$ cat src/verilog/dispatch_pkg.sv
`default_nettype none

package dispatch_pkg;

    localparam int WORD_W  = 32;
    localparam int N_SREGS = 32;
    localparam int N_MREGS = 16;
    localparam int N_FU    = 5;

    // cycles from start to writeback request, per slot
    localparam int LAT_ALU    = 2;
    localparam int LAT_LDST   = 4;
    localparam int LAT_BRANCH = 1;
    localparam int LAT_MLDST  = 6;
    localparam int LAT_GEMM   = 8;

    // indexed by fu_id_t
    localparam int FU_LAT [N_FU] = '{LAT_ALU, LAT_LDST, LAT_BRANCH, LAT_MLDST, LAT_GEMM};

    typedef logic [4:0] regbits_t;
    typedef logic [3:0] matbits_t;
    typedef logic [1:0] tag_t;

    localparam tag_t TAG_READY = 2'd0;
    localparam tag_t TAG_EXEC  = 2'd1;
    localparam tag_t TAG_LOAD  = 2'd2;

    typedef enum logic [6:0] {
        OP_NOP    = 7'b0000000,
        OP_LOAD   = 7'b0000011,
        OP_MLOAD  = 7'b0000111,
        OP_ALUI   = 7'b0010011,
        OP_STORE  = 7'b0100011,
        OP_MSTORE = 7'b0100111,
        OP_ALU    = 7'b0110011,
        OP_BRANCH = 7'b1100011,
        OP_GEMM   = 7'b1110111
    } opcode_t;

    typedef enum logic [1:0] {
        FU_NONE_T,
        FU_S_T,
        FU_M_T,
        FU_G_T
    } fu_type_t;

    typedef enum logic [2:0] {
        FU_ALU    = 3'd0,
        FU_LDST   = 3'd1,
        FU_BRANCH = 3'd2,
        FU_MLDST  = 3'd3,
        FU_GEMM   = 3'd4
    } fu_id_t;

    typedef struct packed {
        fu_type_t   fu_type;
        fu_id_t     fu_id;
        logic       s_reg_write;
        logic       m_reg_write;
        logic       is_load;
        logic [11:0] imm;
    } decode_t;

    typedef struct packed {
        logic        valid;
        fu_id_t      fu_id;
        regbits_t    s_rd;
        matbits_t    m_rd;
        regbits_t    rs1;
        regbits_t    rs2;
        matbits_t    ms1;
        matbits_t    ms2;
        matbits_t    ms3;
        tag_t        t1;
        tag_t        t2;
        tag_t        t3;
        logic [11:0] imm;
    } issue_t;

    typedef struct packed {
        logic     valid;
        fu_id_t   fu_id;
        logic     s_rw_en;
        regbits_t s_rw;
        logic     m_rw_en;
        matbits_t m_rw;
    } wb_t;

endpackage

`default_nettype wire

$ cat src/verilog/dispatch_core_top.sv
`timescale 1ns/1ps
`default_nettype none

module dispatch_core_top (
    input  logic                            CLK,
    input  logic                            nRST,
    input  logic                            fetch_valid,
    input  logic [dispatch_pkg::WORD_W-1:0] instr,
    input  logic                            freeze,
    input  logic                            flush,
    output logic                            stall,
    output dispatch_pkg::issue_t            issue,
    output dispatch_pkg::wb_t               wb
);
    import dispatch_pkg::*;

    logic [N_FU-1:0] fu_busy;
    logic [N_FU-1:0] start;
    logic [N_FU-1:0] wb_req;
    logic [N_FU-1:0] grant;
    wb_t slot_dest;
    wb_t slot_info [N_FU];

    dispatch_stage u_stage (
        .CLK        (CLK),
        .nRST       (nRST),
        .fetch_valid(fetch_valid),
        .instr      (instr),
        .freeze     (freeze),
        .flush      (flush),
        .fu_busy    (fu_busy),
        .wb         (wb),
        .stall      (stall),
        .start      (start),
        .dest       (slot_dest),
        .issue      (issue)
    );

    // slot i is the unit named by fu_id_t value i
    for (genvar i = 0; i < N_FU; i++) begin : g_slot
        fu_slot #(.LATENCY(FU_LAT[i])) u_slot (
            .CLK    (CLK),
            .nRST   (nRST),
            .start  (start[i]),
            .dest   (slot_dest),
            .grant  (grant[i]),
            .busy   (fu_busy[i]),
            .wb_req (wb_req[i]),
            .wb_info(slot_info[i])
        );
    end

    wb_arbiter u_arb (
        .CLK  (CLK),
        .nRST (nRST),
        .req  (wb_req),
        .info (slot_info),
        .grant(grant),
        .wb   (wb)
    );

endmodule

`default_nettype wire

$ cat src/verilog/dispatch_stage.sv
`timescale 1ns/1ps
`default_nettype none

module dispatch_stage (
    input  logic                            CLK,
    input  logic                            nRST,
    input  logic                            fetch_valid,
    input  logic [dispatch_pkg::WORD_W-1:0] instr,
    input  logic                            freeze,
    input  logic                            flush,
    input  logic [dispatch_pkg::N_FU-1:0]   fu_busy,
    input  dispatch_pkg::wb_t               wb,
    output logic                            stall,
    output logic [dispatch_pkg::N_FU-1:0]   start,
    output dispatch_pkg::wb_t               dest,
    output dispatch_pkg::issue_t            issue
);
    import dispatch_pkg::*;

    decode_t dec;
    regbits_t s_rd;
    regbits_t rs1;
    regbits_t rs2;
    matbits_t m_rd;
    matbits_t ms1;
    matbits_t ms2;
    matbits_t ms3;
    logic [N_SREGS-1:0] s_busy;
    tag_t s_tag [N_SREGS];
    logic [N_MREGS-1:0] m_busy;
    tag_t m_tag [N_MREGS];
    logic has_fu;
    logic struct_haz;
    logic waw_haz;
    logic accept;
    tag_t di_tag;
    issue_t next_issue;

    // fixed field positions, matrix loads reuse rs1/rs2 for the address
    assign s_rd = instr[11:7];
    assign rs1 = instr[19:15];
    assign rs2 = instr[24:20];
    assign m_rd = instr[31:28];
    assign ms1 = instr[27:24];
    assign ms2 = instr[23:20];
    assign ms3 = instr[19:16];

    instr_decoder u_dec (
        .instr(instr),
        .dec  (dec)
    );

    assign has_fu = (dec.fu_type != FU_NONE_T);
    assign struct_haz = has_fu && fu_busy[dec.fu_id];

    always_comb begin
        waw_haz = 1'b0;
        if (dec.s_reg_write) begin
            waw_haz = s_busy[s_rd];
        end else if (dec.m_reg_write) begin
            waw_haz = m_busy[m_rd];
        end
    end

    assign stall = struct_haz | waw_haz;
    assign accept = fetch_valid & ~stall & ~freeze & ~flush;
    assign di_tag = dec.is_load ? TAG_LOAD : TAG_EXEC;

    reg_status_table #(.N_REGS(N_SREGS)) scalar_rst (
        .CLK     (CLK),
        .nRST    (nRST),
        .di_write(accept & dec.s_reg_write),
        .di_sel  (s_rd),
        .di_tag  (di_tag),
        .wb_write(wb.valid & wb.s_rw_en),
        .wb_sel  (wb.s_rw),
        .busy_vec(s_busy),
        .tag_vec (s_tag)
    );

    reg_status_table #(.N_REGS(N_MREGS)) matrix_rst (
        .CLK     (CLK),
        .nRST    (nRST),
        .di_write(accept & dec.m_reg_write),
        .di_sel  (m_rd),
        .di_tag  (di_tag),
        .wb_write(wb.valid & wb.m_rw_en),
        .wb_sel  (wb.m_rw),
        .busy_vec(m_busy),
        .tag_vec (m_tag)
    );

    // one-hot start, sampled by the slot on the accept edge
    always_comb begin
        start = '0;
        if (accept && has_fu) begin
            start[dec.fu_id] = 1'b1;
        end
    end

    // destination record handed to every slot, only the started one keeps it
    always_comb begin
        dest = '0;
        dest.valid = has_fu;
        dest.fu_id = dec.fu_id;
        dest.s_rw_en = dec.s_reg_write;
        dest.s_rw = s_rd;
        dest.m_rw_en = dec.m_reg_write;
        dest.m_rw = m_rd;
    end

    // operand tags come from the tables before this instruction's own write
    always_comb begin
        next_issue = '0;
        next_issue.valid = has_fu;
        next_issue.fu_id = dec.fu_id;
        next_issue.s_rd = s_rd;
        next_issue.m_rd = m_rd;
        next_issue.rs1 = rs1;
        next_issue.rs2 = rs2;
        next_issue.ms1 = ms1;
        next_issue.ms2 = ms2;
        next_issue.ms3 = ms3;
        next_issue.imm = dec.imm;
        case (dec.fu_type)
            FU_S_T, FU_M_T: begin
                next_issue.t1 = s_tag[rs1];
                next_issue.t2 = s_tag[rs2];
            end
            FU_G_T: begin
                next_issue.t1 = m_tag[ms1];
                next_issue.t2 = m_tag[ms2];
                next_issue.t3 = m_tag[ms3];
            end
            default: ;
        endcase
    end

    always_ff @(posedge CLK, negedge nRST) begin
        if (!nRST) begin
            issue <= '0;
        end else if (flush) begin
            issue <= '0;
        end else if (!freeze) begin
            // a stall or an empty fetch slot leaves a bubble
            issue <= accept ? next_issue : '0;
        end
    end

endmodule

`default_nettype wire

$ cat src/verilog/fu_slot.sv
`timescale 1ns/1ps
`default_nettype none

module fu_slot #(
    parameter int LATENCY = 1
) (
    input  logic              CLK,
    input  logic              nRST,
    input  logic              start,
    input  dispatch_pkg::wb_t dest,
    input  logic              grant,
    output logic              busy,
    output logic              wb_req,
    output dispatch_pkg::wb_t wb_info
);
    logic [$clog2(LATENCY+1)-1:0] count;
    dispatch_pkg::wb_t dest_q;

    always_ff @(posedge CLK, negedge nRST) begin
        if (!nRST) begin
            busy <= 1'b0;
            count <= '0;
        end else if (start) begin
            busy <= 1'b1;
            count <= LATENCY[$clog2(LATENCY+1)-1:0];
        end else if (busy) begin
            // stays busy while waiting for the bus, this stalls new work here
            if (grant) begin
                busy <= 1'b0;
            end else if (count != '0) begin
                count <= count - 1'b1;
            end
        end
    end

    always_ff @(posedge CLK) begin
        if (start) begin
            dest_q <= dest;
        end
    end

    assign wb_req = busy && (count == '0);

    always_comb begin
        wb_info = dest_q;
        wb_info.valid = wb_req;
    end

endmodule

`default_nettype wire

$ cat src/verilog/instr_decoder.sv
`timescale 1ns/1ps
`default_nettype none

module instr_decoder (
    input  logic [dispatch_pkg::WORD_W-1:0] instr,
    output dispatch_pkg::decode_t           dec
);
    import dispatch_pkg::*;

    opcode_t op;

    assign op = opcode_t'(instr[6:0]);

    always_comb begin
        dec = '0;
        dec.fu_type = FU_NONE_T;
        dec.fu_id = FU_ALU;
        case (op)
            OP_ALU: begin
                dec.fu_type = FU_S_T;
                dec.s_reg_write = 1'b1;
            end
            OP_ALUI: begin
                dec.fu_type = FU_S_T;
                dec.s_reg_write = 1'b1;
                dec.imm = instr[31:20];
            end
            OP_LOAD: begin
                dec.fu_type = FU_S_T;
                dec.fu_id = FU_LDST;
                dec.s_reg_write = 1'b1;
                dec.is_load = 1'b1;
                dec.imm = instr[31:20];
            end
            OP_STORE: begin
                dec.fu_type = FU_S_T;
                dec.fu_id = FU_LDST;
                // store offset is split around the rd field
                dec.imm = {instr[31:25], instr[11:7]};
            end
            OP_BRANCH: begin
                dec.fu_type = FU_S_T;
                dec.fu_id = FU_BRANCH;
                dec.imm = {instr[31], instr[7], instr[30:25], instr[11:8]};
            end
            OP_MLOAD: begin
                dec.fu_type = FU_M_T;
                dec.fu_id = FU_MLDST;
                dec.m_reg_write = 1'b1;
                dec.is_load = 1'b1;
                // short signed stride offset for matrix rows
                dec.imm = {{9{instr[14]}}, instr[14:12]};
            end
            OP_MSTORE: begin
                dec.fu_type = FU_M_T;
                dec.fu_id = FU_MLDST;
                dec.imm = {{9{instr[14]}}, instr[14:12]};
            end
            OP_GEMM: begin
                dec.fu_type = FU_G_T;
                dec.fu_id = FU_GEMM;
                dec.m_reg_write = 1'b1;
            end
            // no unit and no write
            OP_NOP: ;
            default: ;
        endcase
    end

endmodule

`default_nettype wire

$ cat src/verilog/reg_status_table.sv
`timescale 1ns/1ps
`default_nettype none

module reg_status_table #(
    parameter int N_REGS = 32
) (
    input  logic                      CLK,
    input  logic                      nRST,
    input  logic                      di_write,
    input  logic [$clog2(N_REGS)-1:0] di_sel,
    input  dispatch_pkg::tag_t        di_tag,
    input  logic                      wb_write,
    input  logic [$clog2(N_REGS)-1:0] wb_sel,
    output logic [N_REGS-1:0]         busy_vec,
    output dispatch_pkg::tag_t        tag_vec [N_REGS]
);
    import dispatch_pkg::*;

    always_ff @(posedge CLK, negedge nRST) begin
        if (!nRST) begin
            busy_vec <= '0;
            for (int i = 0; i < N_REGS; i++) begin
                tag_vec[i] <= TAG_READY;
            end
        end else begin
            // commit frees the register
            if (wb_write) begin
                busy_vec[wb_sel] <= 1'b0;
                tag_vec[wb_sel] <= TAG_READY;
            end
            // never the same index as the clear, waw stall keeps them apart
            if (di_write) begin
                busy_vec[di_sel] <= 1'b1;
                tag_vec[di_sel] <= di_tag;
            end
        end
    end

endmodule

`default_nettype wire

$ cat src/verilog/wb_arbiter.sv
`timescale 1ns/1ps
`default_nettype none

module wb_arbiter (
    input  logic                          CLK,
    input  logic                          nRST,
    input  logic [dispatch_pkg::N_FU-1:0] req,
    input  dispatch_pkg::wb_t             info [dispatch_pkg::N_FU],
    output logic [dispatch_pkg::N_FU-1:0] grant,
    output dispatch_pkg::wb_t             wb
);
    import dispatch_pkg::*;

    // highest priority position, one past the last winner
    fu_id_t ptr;
    fu_id_t win;
    logic found;

    always_comb begin
        int idx;
        grant = '0;
        win = ptr;
        found = 1'b0;
        for (int i = 0; i < N_FU; i++) begin
            idx = (int'(ptr) + i) % N_FU;
            if (!found && req[idx]) begin
                found = 1'b1;
                win = fu_id_t'(idx);
            end
        end
        if (found) begin
            grant[win] = 1'b1;
        end
    end

    assign wb = found ? info[win] : '0;

    always_ff @(posedge CLK, negedge nRST) begin
        if (!nRST) begin
            ptr <= FU_ALU;
        end else if (found) begin
            if (win == FU_GEMM) begin
                ptr <= FU_ALU;
            end else begin
                ptr <= fu_id_t'(win + 3'd1);
            end
        end
    end

endmodule

`default_nettype wire
$ cat config.mk
export PLATFORM = sky130hd
export DESIGN_NAME = dispatch_core_top
export DESIGN_NICKNAME = d
export VERILOG_FILES = /design/src/verilog/dispatch_pkg.sv /design/src/verilog/dispatch_core_top.sv /design/src/verilog/dispatch_stage.sv /design/src/verilog/fu_slot.sv /design/src/verilog/instr_decoder.sv /design/src/verilog/reg_status_table.sv /design/src/verilog/wb_arbiter.sv
export SDC_FILE = /design/constraint.sdc
export NUM_CORES = 1
export LEC_CHECK = 0
export ABC_AREA = 1
export ABC_CLOCK_PERIOD_IN_PS = 5250
export BUFFER_PORTS_ARGS = -buffer_cell sky130_fd_sc_hd__buf_2
export CAP_MARGIN = 40
export CORE_MARGIN = 1
export CORE_UTILIZATION = 31
export CTS_CLUSTER_SIZE = 24
export DETAILED_ROUTE_END_ITERATION = 6
export SKIP_CTS_REPAIR_TIMING = 1
export SLEW_MARGIN = 25
export SYNTH_ARGS = -nofsm -noshare
export SYNTH_HDL_FRONTEND = slang
export SYNTH_SLANG_ARGS = --single-unit
$ cat constraint.sdc
create_clock -name CLK -period 5.25 [get_ports CLK]
set_clock_uncertainty 0.05 [all_clocks]
set_input_delay 1.05 -clock CLK [delete_from_list [all_inputs] [get_ports CLK]]
set_output_delay 1.05 -clock CLK [all_outputs]
set_load 0.1 [all_outputs]
* After elaboration in Yosys (flattened, before gate mapping)
Cells that the tools add are included.
Operators by class: bitwise logic cells 32, mux-type cells 132, equal/unequal tests 18, reductions and logical operators 56, magnitude comparators 31, add/subtract/negate cells 10, divide/modulo/power cells 5
Operators by type and width (number):
- less-than comparator 32 x 5 -> 1 bit, second input constant | 5
- two-way mux 53 bit | 3
- remainder unit 32 x 4 -> 32 bit, second input constant | 4
- two-way mux 32 bit | 4
- two-way mux 64 bit | 2
- AND 32 bit | 2
- AND 64 bit | 1
- bitwise mux 64 bit | 1
- inverter 32 bit | 2
- inverter 64 bit | 1
- two-way mux 1 bit | 48
- one-hot mux 12 bit (4 select lines) | 1
- binary-select mux 15 bit (select 3 bit) | 1
- two-way mux 15 bit | 3
- two-way mux 3 bit | 14
- two-way mux 2 bit | 20
- bitwise mux 32 bit | 1
- remainder unit 4 x 4 -> 32 bit, second input constant | 1
- two-way mux 16 bit | 2
- OR 32 bit | 1
- >= comparator 5 bit, second input constant | 5
- inverter 4 -> 5 bit | 5
- binary-select mux 2 bit (select 4 bit) | 3
- >= comparator 6 bit, second input constant | 4
- other kinds (62) | 150
Storage, ports and cells: register bits 288, output and inout port bits 69

* Longest topological paths before layout
depth after elaboration 33, depth in mapped cells 39

* Modules after synthesis
Synthesis repeated with hierarchy kept, for this count alone.
Second synthesis, totals: cells, all modules 2420, area total of the unflattened synthesis 17466.8 um^2
Modules (own cells, without submodules):
- dispatch_stage | cells each 836, times used 1, area each 4824.6 um^2, seq. area each 1101.1 um^2
- reg_status_table (u_stage.scalar_rst) | cells each 500, times used 1, area each 4018.9 um^2, seq. area each 2402.3 um^2
- wb_arbiter | cells each 516, times used 1, area each 2841.5 um^2, seq. area each 75.1 um^2
- reg_status_table (u_stage.matrix_rst) | cells each 256, times used 1, area each 2062.0 um^2, seq. area each 1201.2 um^2
- fu_slot (g_slot[4].u_slot) | cells each 49, times used 1, area each 724.4 um^2, seq. area each 545.5 um^2
- fu_slot (g_slot[3].u_slot) | cells each 46, times used 1, area each 680.7 um^2, seq. area each 520.5 um^2
- fu_slot (g_slot[1].u_slot) | cells each 45, times used 1, area each 669.4 um^2, seq. area each 520.5 um^2
- fu_slot (g_slot[0].u_slot) | cells each 42, times used 1, area each 615.6 um^2, seq. area each 495.5 um^2
- instr_decoder | cells each 105, times used 1, area each 521.8 um^2, seq. area each 0.0 um^2
- fu_slot (g_slot[2].u_slot) | cells each 25, times used 1, area each 508.0 um^2, seq. area each 470.5 um^2

* Least setup slack after synthesis
Ideal clock, no wire load.
kind flip-flop to output port, start reg u_arb.ptr[1], end out wb[11] in the netlist's numbering, buffers on the path 2, cell stages (with the launch flop) 28, slack -2.691 ns, data arrival time 6.841 ns, data required time 4.150 ns, cells stage by stage dfrtp_1 inv_1 ha_1 inv_1 nand2_2 and2_4 ha_1 nor2_1 nand3_2 nand2_2 xor2_2 ha_1 inv_1 or2_2 nand3_2 nand2_2 nand2_1 xnor2_1 inv_1 nand2_1 nand2_1 nand4_2 nor2_1 inv_1 buf_2 buf_1 nand2_1 a211oi_1
RTL lines:
- from (decl) | RTL line wb_arbiter.sv:15 | fu_id_t ptr;
- from (signal assigned) | RTL line wb_arbiter.sv:45 | ptr <= fu_id_t'(win + 3'd1);
- to (decl) | RTL line dispatch_core_top.sv:13 | output dispatch_pkg::wb_t wb

==> impl_summary.log <==
INFO  metric status = complete, but fails checks
INFO  metric violations = negative setup slack
INFO  metric netlist_top_cells_area = sky130_fd_sc_hd__dfrtp_1 (33%), sky130_fd_sc_hd__nand2_1 (13%), sky130_fd_sc_hd__edfxtp_1 (13%), sky130_fd_sc_hd__o21ai_0 (5.0%), sky130_fd_sc_hd__a21oi_1 (4.6%)
INFO  metric number_of_clock_sinks_seen_by_cts = 279
INFO  metric yosys_warnings = 0
INFO  metric fillers = 5102
INFO  metric yosysMostFrequentCell = sky130_fd_sc_hd__nand2_1
INFO  metric dp_hpwl = 39800 µm
INFO  metric crit_path_max_fanout = 7
INFO  metric layout.nets = 2301
INFO  metric grt_start_max_net_pins = 119
INFO  metric avgViaCountPerCell = 5.33
INFO  metric synth-edff-count = 70
INFO  metric finalWorstSetupSlack = -670 ps
INFO  metric dpl.cell_count = 2845
INFO  metric die_height = 229 µm
INFO  metric flow.area_growth_from_synthesis = 26.1%
INFO  metric die_w = 229 µm
INFO  metric slew_headroom = 0.426
INFO  metric worstSetupEndpointType = output pin
INFO  metric cp.arrival = 4820 ps
INFO  metric synth_area = 0.0160 mm²
INFO  metric cts_tree = yes
INFO  metric drt-initial-drc-count = 1484
INFO  metric final.setup.tns = -8630 ps
INFO  metric synth_fp_nets = 2113
INFO  metric setup_repair_after_global_routing_missed_its_margin = yes
INFO  metric htree_num_levels = 1
INFO  metric clock_slew_at_reported_path_ffs = 60 ps
INFO  metric grt_pass1_vias = 14700
INFO  metric ys_types = 62
INFO  metric cts-root-buf = sky130_fd_sc_hd__clkbuf_16
INFO  metric multi_input_gate_area_in_the_final_layout = 0.00813 mm²
INFO  metric timing.critical_path.from_type = register
INFO  metric part_of_the_yosys_area_used_for_sequential_elements = 0.459
INFO  metric sequential_cell_area = 0.00734 mm²
INFO  metric critical_path_required = 4150 ps
INFO  metric die-area = 0.0525 mm²
INFO  metric yosys.area.top_type_share = 0.327
INFO  metric period_minus_slack = 5920 ps
INFO  metric initial_core_util = 0.317
INFO  metric postRouteAntennaNets = 0
INFO  metric min_period_over_period = 1.13
INFO  metric finalWirelength = 56100 µm
INFO  metric grt_antenna_before_repair = 3
INFO  metric final-max-slew-violation-count = 0
INFO  metric final_layout_size_suffix_gt1_frac = 0.214
INFO  metric flip_flop_and_latch_count_after_synthesis = 279
INFO  metric final_util = 0.399
INFO  metric detailedRoute.firstPassIterationCount = 7
INFO  metric worstSetupPathType = reg -> out
INFO  metric final_cell_count_no_fill = 2928
INFO  metric drc = 0
INFO  metric timing_worst_slew_pin_value = 855 ps
INFO  metric place_worst_setup_slack = -130 ps
INFO  metric io_pins = 106
INFO  metric route.vias.total = 15600
INFO  metric worstHoldPathType = in -> async
INFO  metric grtUsageTotal = 0.206
INFO  metric finalWeightedCongestion = 0.935
INFO  metric finalSetupViolCount = 14
INFO  metric critical_path_s_largest_stage_delay = 380 ps
INFO  metric synth_ff_type = sky130_fd_sc_hd__dfrtp_1
INFO  metric wl_per_cell = 19.1 µm
INFO  metric crit_slowest_cell = sky130_fd_sc_hd__dfrtp_2
INFO  metric clk-insertion-delay-late = 600 ps
INFO  metric cts_buffers = 31
INFO  metric global_route.overflow_total = 0
INFO  metric grt_first_pass_wirelength = 85100 µm
INFO  metric syn_inst = 2043
INFO  metric placeableCoreArea = 0.0505 mm²
INFO  metric drv_cap = 0
INFO  metric fmax = 169 MHz
INFO  metric syn-mean-instance-area = 7.83 µm²
INFO  metric timing_hold_violations_final = 0
INFO  metric number_of_buffers_on_the_longest_clock_path = 3
INFO  metric synth_top_cells_by_count = sky130_fd_sc_hd__nand2_1 (573), sky130_fd_sc_hd__dfrtp_1 (209), sky130_fd_sc_hd__inv_1 (161), sky130_fd_sc_hd__o21ai_0 (159)
INFO  metric io_buffers = 105
INFO  metric async_flop_share = 0.749
INFO  metric worstPathBufferInverterCount = 5
INFO  metric synthDominantAreaCellType = sky130_fd_sc_hd__dfrtp_1
INFO  metric cpLargestDelayFamily = simple AND/OR/NAND/NOR gates
INFO  metric fp-row-count = 82
[final cells by class]
class,instances,share of cell area
inverters,178,0.0341
diodes,1,0.000124
clock inverters,12,0.00695
repair buffers,240,0.105
multi-input cells,1501,0.403
flip-flops and latches,279,0.364
clock buffers,45,0.0446
well taps,672,0.0417
[kinds of logic (layout without fill, tap and decap cells)]
group                      after synthesis  after routing  share of synthesized area
and+or+nand+nor                        984            985                      0.271
AOI/OAI and AO/OA                      471            471                      0.169
muxes                                    3              3                    0.00188
other                                    0              1                          0
xor gates and xnor gates                 9              9                    0.00587
adders and majority gates               33             33                     0.0263
buffers and inverters                  264            475                     0.0668
DFF                                    279            279                      0.459
[state kept, by name, summed over array words and instances (netlist names)]
signal,flops
g_slot.u_slot.busy,5
g_slot.u_slot.count,13
g_slot.u_slot.wb_info,70
u_arb.ptr,3
u_stage.issue,44
u_stage.matrix_rst.busy_vec,16
u_stage.matrix_rst.tag_vec,32
u_stage.scalar_rst.busy_vec,32
u_stage.scalar_rst.tag_vec,64
[worst reg2reg max path: cells and delay by family, from the launching register on]
| family | cells | cell delay, ps |
|---|---|---|
| AND/OR/NAND/NOR | 23 | 2740 |
| buffers and inverters | 6 | 690 |
| adder cells (fa/ha/maj) | 3 | 470 |
| AO/OA/AOI/OAI | 3 | 410 |
| flip-flops | 1 | 380 |
| XOR/XNOR | 1 | 200 |
[per-layer routing]
| layer | global-route usage | up-vias | part of all wire |
|---|---|---|---|
| met5 | 0 | - | 0.00021 |
| met4 | 0.0623 | 2 | 0.031 |
| met3 | 0.0463 | 116 | 0.087 |
| met2 | 0.325 | 684 | 0.45 |
| met1 | 0.281 | 7503 | 0.43 |
| li1 | - | 7301 | - |
[stage by stage]
stage | instance area (µm²) | hold WS (ps)
3_5_place_dp | 18400 | 409
4_1_cts | 19500 | 425
2_1_floorplan | 16200 | 393
3_3_place_gp | 18400 | 406
5_1_grt | 20200 | 322
6_report | 20200 | 290
[cell usage in the layout (no fill, tap or decap), drive strengths merged, types with 2 or more instances in the layout]
master,netlist,layout
nand2,594,595
buf,31,238
dfrtp,209,209
o21ai,201,201
inv,176,177
nor2,169,169
nand3,155,155
a21oi,149,149
edfxtp,70,70
clkbuf,55,47
ha,32,32
o211ai,28,28
a22oi,24,24
nor3,22,22
nand4,20,20
nand3b,17,17
o22ai,16,16
a221oi,12,12
clkinv,2,9
xor2,8,8
a32oi,6,6
o221ai,5,5
o31ai,4,4
o32ai,4,4
a21boi,4,4
a211oi,4,4
a22o,3,3
o311ai,3,3
bufinv,0,3
mux2i,3,3
or2,3,3
o21a,2,2
nor4,2,2
[path summary, 6_finish.rpt]
check	from	end	slack [ps]	depth (start not counted)
worst max-delay path	u_arb.ptr[1]	wb[4]	-670	32
worst min-delay path	nRST	u_stage.matrix_rst.tag_vec[3]	290	1
worst max register to register	u_arb.ptr[1]	u_stage.matrix_rst.tag_vec[24]	170	36
worst min register to register	u_stage.scalar_rst.busy_vec[21]	u_stage.scalar_rst.busy_vec[21]	420	2
max in group asynchronous	nRST	u_stage.scalar_rst.tag_vec[55]	3580	3
min in group CLK	u_stage.scalar_rst.busy_vec[21]	u_stage.scalar_rst.busy_vec[21]	420	2
Power is not shown: default switching activity piles up to over one toggle a cycle in this logic, so the estimate is an artifact.
